[src/source/timer_pkg.sv]
// machine timer register map and counter type
// address field positions for timer index and register offset

package timer_pkg;

    // 64-bit counter and compare value
    typedef logic [63:0] mtime_t;

    // register offset within a timer window
    typedef logic [1:0] timer_reg_t;

    // word offsets, taken from address bits 3 to 2
    localparam timer_reg_t REG_MTIME_LO    = 2'd0;
    localparam timer_reg_t REG_MTIME_HI    = 2'd1;
    localparam timer_reg_t REG_MTIMECMP_LO = 2'd2;
    localparam timer_reg_t REG_MTIMECMP_HI = 2'd3;

    // lowest address bit of the register offset
    localparam int TIMER_REG_LSB = 2;

    // lowest address bit of the timer index, 16-byte window per timer
    localparam int TIMER_IDX_LSB = 4;

endpackage: timer_pkg

[src/source/wb_pkg.sv]
// peripheral bus width types
// address, data and byte-lane select

package wb_pkg;

    // byte address on the peripheral bus
    typedef logic [15:0] wb_addr_t;

    // read and write data
    typedef logic [31:0] wb_data_t;

    // one enable per data byte
    typedef logic [3:0] wb_sel_t;

endpackage: wb_pkg

[src/source/mtimer.sv]
// machine timer with 64-bit mtime and mtimecmp
// byte-lane register writes, registered ack, read data and interrupt

module mtimer
import wb_pkg::*;
import timer_pkg::*;
(
    input  logic       clk_i,
    input  logic       rst_i,

    input  logic       stb_i,
    input  logic       we_i,
    input  timer_reg_t reg_i,
    input  wb_sel_t    sel_i,
    input  wb_data_t   wdata_i,

    output logic       ack_o,
    output wb_data_t   rdata_o,
    output logic       irq_o
);

mtime_t   mtime_q;
mtime_t   mtimecmp_q;
logic     ack_q;
logic     irq_q;
wb_data_t rdata_q;
wb_data_t rd_val;
logic     wr;

// replace only the enabled bytes of a word
function automatic wb_data_t merge_bytes(wb_data_t old_v, wb_data_t new_v, wb_sel_t sel);
    wb_data_t res;
    res = old_v;
    for (int b = 0; b < $bits(wb_sel_t); b++) begin
        if (sel[b]) begin
            res[b*8 +: 8] = new_v[b*8 +: 8];
        end
    end
    return res;
endfunction

assign wr = stb_i && we_i;

// register content before any update at this edge
always_comb begin
    case (reg_i)
        REG_MTIME_LO:    rd_val = mtime_q[31:0];
        REG_MTIME_HI:    rd_val = mtime_q[63:32];
        REG_MTIMECMP_LO: rd_val = mtimecmp_q[31:0];
        default:         rd_val = mtimecmp_q[63:32];
    endcase
end

always_ff @(posedge clk_i) begin
    if (rst_i) begin
        mtime_q    <= '0;
        mtimecmp_q <= '1;
        ack_q      <= 1'b0;
        irq_q      <= 1'b0;
    end else begin
        ack_q <= stb_i;
        // compare uses the values from before this edge
        irq_q <= mtime_q >= mtimecmp_q;

        // a write to either half holds off the increment
        if (wr && reg_i == REG_MTIME_LO) begin
            mtime_q[31:0] <= merge_bytes(mtime_q[31:0], wdata_i, sel_i);
        end else if (wr && reg_i == REG_MTIME_HI) begin
            mtime_q[63:32] <= merge_bytes(mtime_q[63:32], wdata_i, sel_i);
        end else begin
            mtime_q <= mtime_q + 64'd1;
        end

        if (wr && reg_i == REG_MTIMECMP_LO) begin
            mtimecmp_q[31:0] <= merge_bytes(mtimecmp_q[31:0], wdata_i, sel_i);
        end else if (wr && reg_i == REG_MTIMECMP_HI) begin
            mtimecmp_q[63:32] <= merge_bytes(mtimecmp_q[63:32], wdata_i, sel_i);
        end
    end
end

// addressed register captured with the strobe
always_ff @(posedge clk_i) begin
    if (stb_i) begin
        rdata_q <= rd_val;
    end
end

assign ack_o   = ack_q;
assign rdata_o = rdata_q;
assign irq_o   = irq_q;

endmodule: mtimer

[src/source/periph_platform.sv]
// peripheral platform top level
// address decoder, generated machine timers and response collector

module periph_platform
import wb_pkg::*;
import timer_pkg::*;
#(
    parameter int NUM_TIMERS = 4
)
(
    input  logic                  clk_i,
    input  logic                  rst_i,

    // host bus
    input  logic                  wb_cyc_i,
    input  logic                  wb_stb_i,
    input  logic                  wb_we_i,
    input  wb_addr_t              wb_addr_i,
    input  wb_sel_t               wb_sel_i,
    input  wb_data_t              wb_wdata_i,

    output logic                  wb_ack_o,
    output logic                  wb_err_o,
    output wb_data_t              wb_rdata_o,

    // interrupts
    output logic [NUM_TIMERS-1:0] timer_irq_o,
    output logic                  irq_o
);

logic [NUM_TIMERS-1:0] timer_stb;
logic [NUM_TIMERS-1:0] timer_ack;
wb_data_t              timer_rdata [NUM_TIMERS];
logic                  dec_err;

wb_periph_decoder #(.NUM_TIMERS(NUM_TIMERS)) wb_periph_decoder_i
(
    .clk_i(clk_i),
    .rst_i(rst_i),

    .cyc_i(wb_cyc_i),
    .stb_i(wb_stb_i),
    .addr_i(wb_addr_i),

    .timer_stb_o(timer_stb),
    .err_o(dec_err)
);

// one timer per 16-byte window
for (genvar i = 0; i < NUM_TIMERS; i++) begin: gen_timer
    mtimer mtimer_i
    (
        .clk_i(clk_i),
        .rst_i(rst_i),

        .stb_i(timer_stb[i]),
        .we_i(wb_we_i),
        .reg_i(wb_addr_i[TIMER_REG_LSB +: $bits(timer_reg_t)]),
        .sel_i(wb_sel_i),
        .wdata_i(wb_wdata_i),

        .ack_o(timer_ack[i]),
        .rdata_o(timer_rdata[i]),
        .irq_o(timer_irq_o[i])
    );
end

wb_resp_mux #(.NUM_TIMERS(NUM_TIMERS)) wb_resp_mux_i
(
    .timer_ack_i(timer_ack),
    .timer_rdata_i(timer_rdata),
    .timer_irq_i(timer_irq_o),
    .dec_err_i(dec_err),

    .ack_o(wb_ack_o),
    .err_o(wb_err_o),
    .rdata_o(wb_rdata_o),
    .irq_o(irq_o)
);

endmodule: periph_platform

[src/source/wb_periph_decoder.sv]
// timer address decoder
// one strobe per timer and a registered error for unmapped indices

module wb_periph_decoder
import wb_pkg::*;
import timer_pkg::*;
#(
    parameter int NUM_TIMERS = 4
)
(
    input  logic                  clk_i,
    input  logic                  rst_i,

    input  logic                  cyc_i,
    input  logic                  stb_i,
    input  wb_addr_t              addr_i,

    output logic [NUM_TIMERS-1:0] timer_stb_o,
    output logic                  err_o
);

// width of the index field, address bits 15 to 4
localparam int IDX_W = $bits(wb_addr_t) - TIMER_IDX_LSB;
localparam logic [IDX_W-1:0] NUM_IDX = IDX_W'(NUM_TIMERS);

logic             req;
logic [IDX_W-1:0] idx;
logic             mapped;
logic             err_q;

assign req    = cyc_i && stb_i;
assign idx    = addr_i[$bits(wb_addr_t)-1:TIMER_IDX_LSB];
assign mapped = idx < NUM_IDX;

// one-hot strobe, nothing raised for unmapped indices
always_comb begin
    for (int i = 0; i < NUM_TIMERS; i++) begin
        timer_stb_o[i] = req && (idx == IDX_W'(i));
    end
end

// err answers in the same cycle as a timer ack would
always_ff @(posedge clk_i) begin
    if (rst_i) begin
        err_q <= 1'b0;
    end else begin
        err_q <= req && !mapped;
    end
end

assign err_o = err_q;

endmodule: wb_periph_decoder

[src/source/wb_resp_mux.sv]
// response collector for the timer bank
// merges acks and read data, passes decoder error, combines interrupts

module wb_resp_mux
import wb_pkg::*;
#(
    parameter int NUM_TIMERS = 4
)
(
    input  logic [NUM_TIMERS-1:0] timer_ack_i,
    input  wb_data_t              timer_rdata_i [NUM_TIMERS],
    input  logic [NUM_TIMERS-1:0] timer_irq_i,
    input  logic                  dec_err_i,

    output logic                  ack_o,
    output logic                  err_o,
    output wb_data_t              rdata_o,
    output logic                  irq_o
);

wb_data_t rdata;

// at most one timer acks per cycle
assign ack_o = |timer_ack_i;

// and-or select, zero when no timer acks
always_comb begin
    rdata = '0;
    for (int i = 0; i < NUM_TIMERS; i++) begin
        if (timer_ack_i[i]) begin
            rdata = rdata | timer_rdata_i[i];
        end
    end
end

assign rdata_o = rdata;

// decoder error is already aligned with the timer acks
assign err_o = dec_err_i;

// any pending timer raises the combined line
assign irq_o = |timer_irq_i;

endmodule: wb_resp_mux

[config.mk]
export PLATFORM = sky130hd
export DESIGN_NAME = periph_platform
export DESIGN_NICKNAME = d
export VERILOG_FILES = /design/src/source/timer_pkg.sv /design/src/source/wb_pkg.sv /design/src/source/mtimer.sv /design/src/source/periph_platform.sv /design/src/source/wb_periph_decoder.sv /design/src/source/wb_resp_mux.sv
export SDC_FILE = /design/constraint.sdc
export NUM_CORES = 2
export LEC_CHECK = 0
export BUFFER_PORTS_ARGS = -buffer_cell sky130_fd_sc_hd__buf_2
export CAP_MARGIN = 25
export CORE_UTILIZATION = 30
export DETAILED_ROUTE_END_ITERATION = 8
export PLACE_DENSITY = 0.46
export SYNTH_ARGS = -nofsm -noshare
export SYNTH_HDL_FRONTEND = slang
export SYNTH_SLANG_ARGS = --single-unit
export TNS_END_PERCENT = 50
[constraint.sdc]
create_clock -name clk_i -period 7.45 [get_ports clk_i]
set_clock_uncertainty 0.1 [all_clocks]
set_input_delay 0.745 -clock clk_i [delete_from_list [all_inputs] [get_ports clk_i]]
set_output_delay 0.745 -clock clk_i [all_outputs]
set_load 0.05 [all_outputs]
## After elaboration in Yosys (flattened, before gate mapping)

Cells that the tools add are included.

- Add/subtract/negate cells: 4
- Mux-type cells: 24
- Equal/unequal tests: 42
- Bitwise logic cells: 11
- Order comparisons: 5
- Reductions and logical operators: 95

Operator list:

| kind | count |
|---|---|
| 32-bit two-way mux | 16 |
| 32-bit case mux with 3 select lines | 4 |
| 64-bit by 1-bit adder with 64-bit output (second input constant) | 4 |
| 64-bit greater-or-equal comparator | 4 |
| 32-bit OR | 3 |
| 2-bit AND reduction | 48 |
| 2-bit != test (second input constant) | 32 |
| 3-bit AND reduction | 16 |
| 8-bit two-way mux | 4 |
| 1-bit logical AND | 26 |
| 12-bit by 2-bit equality test with 1-bit output (second input constant) | 2 |
| 12-bit by 1-bit equality test with 1-bit output (second input constant) | 1 |
| 12-bit logical NOT | 1 |
| 12-bit by 3-bit less-than comparator with 1-bit output (second input constant) | 1 |
| 2-bit by 1-bit != test with 1-bit output (second input constant) | 4 |
| 1-bit NOT | 8 |
| 4-bit OR reduction | 2 |
| 2-bit equality test (second input constant) | 2 |
| 2-bit by 1-bit equality test with 1-bit output (second input constant) | 1 |
| 2-bit logical NOT | 1 |
| 1-bit logical NOT | 1 |

- Flip-flop bits (word level): 649
- Bits of input ports: 57
- Word-level logic and storage cells: 258
- Output and inout bits: 39

## Depth between registers and ports, before layout

- Word-level depth: 7
- Mapped depth: 11
- Gate-level depth less buffers: 9

## By module

From an unflattened synthesis, not the netlist that was laid out.

- Cell total of the unflattened synthesis: 4485
- Area, all modules: 39237.6 µm²

Modules (own cells, without submodules):

| module | area an instance (µm²) | times used | cells each | seq. area each (µm²) |
|---|---|---|---|---|
| mtimer | 9600.5 | 4 | 1089 | 3563.4 |
| wb_resp_mux | 709.4 | 1 | 115 | 0.0 |
| wb_periph_decoder | 126.4 | 1 | 14 | 20.0 |

## Worst setup path before layout

Ideal clock, no wire load.

- Path kind: input port to flip-flop
- Start: input port wb_addr_i[11]
- End: register gen_timer[1].mtimer_i.mtime_q[43]
- Required time: 7.236 ns
- Arrival time: 3.839 ns
- Slack: 3.396 ns
- Path buffers: 3
- Library setup time: 0.114 ns
- Cell stages on the path: 9
- Cell sequence: nor4_2 nand4b_1 buf_2 buf_2 nor2_1 nand2_1 clkbuf_1 and3_1 a2111oi_0

- Cells in the longest elaborated chain, start to end: 6
- Elaborated cells on any way between the ends: 9
- Those cells by class: 2 x eq/ne; 1 x mux; 1 x bitwise; 5 x reduce/logical

RTL lines:

| item | line | RTL |
|---|---|---|
| start, declared | periph_platform.sv:18 | `input wb_addr_t wb_addr_i,` |
| 12-bit by 1-bit equality test with 1-bit output * | wb_periph_decoder.sv:38 | `timer_stb_o[i] = req && (idx == IDX_W'(i));` |
| 1-bit logical AND * | wb_periph_decoder.sv:38 |  |
| net gen_timer[1].mtimer_i.stb_i | mtimer.sv:11 | `input logic stb_i,` |
| 1-bit logical AND * | mtimer.sv:42 | `assign wr = stb_i && we_i;` |
| 1-bit logical AND, on equally long branches | mtimer.sv:68, mtimer.sv:66 |  |
| 2-bit != test (no source line) / 1-bit NOT (equally long branches) | -- |  |
| 2-bit AND reduction (no source line) | -- |  |
| end signal, assigned | mtimer.sv:69 | `mtime_q[63:32] <= merge_bytes(mtime_q[63:32], wdata_i, sel_i);` |
| end signal, assigned | mtimer.sv:71 | `mtime_q <= mtime_q + 64'd1;` |
| end, declared | mtimer.sv:22 | `mtime_t mtime_q;` |

Mark *: on every way through the listed nets, which the timed path passes. The rest lies on a longest branch.
A chain may end at the register's enable or synchronous reset.

## Final worst setup path

- Start: input port wb_addr_i[3]
- End: register gen_timer[3].mtimer_i.mtime_q[32]

- Cells in the longest elaborated chain, start to end: 4
- Elaborated cells on any way between the ends: 8
- Those cells by class: 2 x eq/ne; 1 x mux; 1 x bitwise; 4 x reduce/logical

RTL lines:

| item | line |
|---|---|
| 2-bit by 1-bit equality test with 1-bit output / 2-bit logical NOT (equally long branches) | mtimer.sv:68, mtimer.sv:66 |
| 1-bit logical AND, on equally long branches | mtimer.sv:68, mtimer.sv:66 |
| 2-bit != test (no source line) / 1-bit NOT (equally long branches) | -- |
| 2-bit AND reduction (no source line) | -- |
| end signal, assigned | mtimer.sv:69 |
| end signal, assigned | mtimer.sv:71 |
| end, declared | mtimer.sv:22 |

Parallel ways exist; a longest one is shown, timed or not.

==> flow_summary.toml <==
[status]
status = "finished, final reports clean"

[power_and_ir_drop]
seqPwrFrac_pct = 44.5
internal_power_mw = 6.05
finalPower_mw = 8.07
p_sw_share_pct = 25.1
comb_power_share_pct = 5.2
p_leak_nw = 18.3
p_sw_mw = 2.02
clkPwrFrac_pct = 50.2
vdd_drop_max_mv = 0.163
powerDensity_mw_per_mm2 = 183

[critical_path]
rrSetupSlack_ps = 3500
start_kind = "primary input"
path_max_fanout = 54
crit_type = "primary input to flip-flop"
critPathArrivalTime_ps = 4460
reg2reg_from = "gen_timer[1].mtimer_i.mtime_q[1]$_SDFFE_PP0P_"
reg2reg_to = "gen_timer[1].mtimer_i.mtime_q[50]$_SDFFE_PP0P_"
end_kind = "flip-flop"
critical_path_required_ps = 7900
r2r_cells = 8

[synth]
ys_warn_count = 0
synthAdderAreaFrac_pct = 8.31
synth_area_leader_cell = "dfxtp_1"
synth_nets = 4839
synth-simple-area-share_pct = 21.1
yosysUniqueCellTypes = 86
synth.top_cells.by_area = "dfxtp_1 27%, edfxtp_1 9.8%, ha_1 8.3%"
ys_ff_latch = 649
synth_xor_area_share_pct = 0.157
synthCells = 4522
avgSynthCellArea_um2 = 8.66
synthFlopType = "dfxtp_1"
netlist_area_mm2 = 0.0391
synthArstFlopShare_pct = 0
synthMuxAreaShare_pct = 7.55
synth_top_area_share_pct = 26.6
synth_top_family_by_area = "simple AND/OR/NAND/NOR gates"
yosysSeqAreaShare_pct = 36.5
synth_edf_count = 128
synth_compound_area_share_pct = 20.7

[cts]
clockBufferDepth = 3
clk_pin_slew_ps = 60
clkSinkCount = 649
post_cts_buffers = 0
hold_buffers = 0
cts_resized = 0
htreeDepth = 3
clk_latency_ps = 670
cts_made_buffers = 82
cts_tree = "done"
cts_root_buf = "clkbuf_16"

[cells_and_area]
n_antenna_cell = 0
seqCellArea_mm2 = 0.0143
area_delta_synth_final_pct = 12.9
layout-drive-gt1-share_pct = 10.8
multi_input_area_mm2 = 0.0227
nets = 4809
final_area_mm2 = 0.0442
fillCellCount = 13500

[sta]
fmax_mhz = 249
whs_ps = 399
min_period_ps = 4010
rsz0062_at_grt = "no"
tightest_slew_ps = 1330
setup-violations-final = 0
max-slew-margin-rel_pct = 11.0
setup_slack_ps = 3440
finalCritPeriodShare_pct = 53.8
finalHoldViolCount = 0
drv_slew = 0
tns_ps = 0

[worst_hold_path]
hp-start = "rst_i"
holdPathStages = 2
hp-class = "primary input to flip-flop"
whs_endpoint = "gen_timer[0].mtimer_i.mtime_q[6]$_SDFFE_PP0P_"

[global_route]
grt_pass1_wl_um = 244000
antenna_found_initial = 9
grt_max_degree = 174
grt_overflow_total = 0
grt_use_total_pct = 25.2
first_global_vias = 33800

[placed_design]
io_buffers = 93
dpl-instance-area_mm2 = 0.0414
place_ws_ps = 2850
place_congestion = 0.903
hpwl_um = 123000

[floorplanning]
dieArea_mm2 = 0.132
floorplan.initialDensity_pct = 30.2
placementRows = 132
die_w_um = 363
core_area_mm2 = 0.129
pin_count = 96
fp.dieH_um = 363

[routing]
viasPerCell = 5.86
dr.pass1.iters = 5
vias = 37000
final_antenna_net_count = 0
drc_errors = 0
drt-total-wl_um = 170000
wl_per_cell_um = 27.0
drtIter0Drc = 3711

[job]
drv_cap = 0
## placed cells by master, fill, tap and decap left out, drive strengths merged, types with 128 or more instances in the layout
cell    instances
nor3          151
clkbuf        133
edfxtp        128
a211oi        139
nand3         136
a21oi         305
inv           282
dfxtp         521
o211ai        262
nor2          256
nand2         623
mux4          128
o21ai         188
ha            260
buf           184
## critical path, cell delays in order
cell and delay (ps):
buf_6 420, buf_4 690, nand2b_1 550, buf_4 310, or3_2 140, buf_4 530
nor2_4 300, or3_1 410, and3_1 160
## sequential cells by signal, indices dropped and copies added (netlist names)
signal and cells:
gen_timer.mtimer_i.ack_o 4, gen_timer.mtimer_i.irq_o 4, gen_timer.mtimer_i.mtime_q 256, gen_timer.mtimer_i.mtimecmp_q 256
gen_timer.mtimer_i.rdata_o 128, wb_periph_decoder_i.err_o 1
## cells in the mapped netlist (55+ instances only)
cell	count
nand2_1	623
dfxtp_1	521
a21oi_1	305
inv_1	279
o211ai_1	262
ha_1	260
nor2_1	253
clkbuf_1	249
o21ai_0	186
nor3_1	144
a211oi_1	139
nand3_1	133
edfxtp_1	128
mux4_2	128
and3_1	127
nand4_1	101
a22oi_1	75
nor4_1	74
and4_1	55
## per-layer routing
layer	wire length, um	global-route usage [%]
met5	40	0
met4	5980	8.36
met3	12100	4.05
met2	76400	39.7
met1	75500	34.9
## power by group through the flow
stage / combinational [mW] / sequential, mW / clock [mW]
after floorplan: 0.216 / 3.67 / 0
after global placement: 0.414 / 3.67 / 0
final: 0.423 / 3.60 / 4.05
after detailed placement: 0.413 / 3.67 / 0
after global routing: 0.438 / 3.59 / 4.27
after CTS: 0.415 / 3.59 / 4.13
## worst max path at each step
stage                             start                                        endpoint  slack [ps]  cells after the start
final                      wb_addr_i[3]  gen_timer[3].mtimer_i.mtime_q[32]$_SDFFE_PP0P_        3440                      9
after global routing      wb_addr_i[11]  gen_timer[1].mtimer_i.mtime_q[51]$_SDFFE_PP0P_        3250                     10
after CTS                  wb_addr_i[7]  gen_timer[1].mtimer_i.mtime_q[51]$_SDFFE_PP0P_        3570                     10
after detailed placement   wb_addr_i[7]  gen_timer[1].mtimer_i.mtime_q[51]$_SDFFE_PP0P_        2850                     10
after global placement     wb_addr_i[3]  gen_timer[3].mtimer_i.mtime_q[32]$_SDFFE_PP0P_        2900                      9
after floorplan           wb_addr_i[11]  gen_timer[1].mtimer_i.mtime_q[43]$_SDFFE_PP0P_        3400                      9
## metrics by stage
stage / utilization (%) / cells
2_1_floorplan: - / 4522
3_5_place_dp: 32.0 / 6135
5_1_grt: 34.1 / 6302
3_3_place_gp: 31.9 / 6126
4_1_cts: 34.0 / 6287
6_report: 34.1 / 6302
## area by class of cell
class	instances	area share, %
clock buffer	131	5.66
clock inverter	21	0.337
inverter	281	2.40
multi-input combinational	3292	51.4
sequential	649	32.3
tap	1742	4.93
timing repair buffer	186	2.94
## logic make-up (layout without fill, tap and decap cells)
logic type                 after synthesis  after routing
AOI/OAI and AO/OA                     1227           1227
and+or+nand+nor                       1663           1663
xor gates and xnor gates                 7              7
buffers and inverters                  581            619
muxes                                  135            135
adders and majority gates              260            260
DFF                                    649            649
Power figures use the tool's default switching activity.
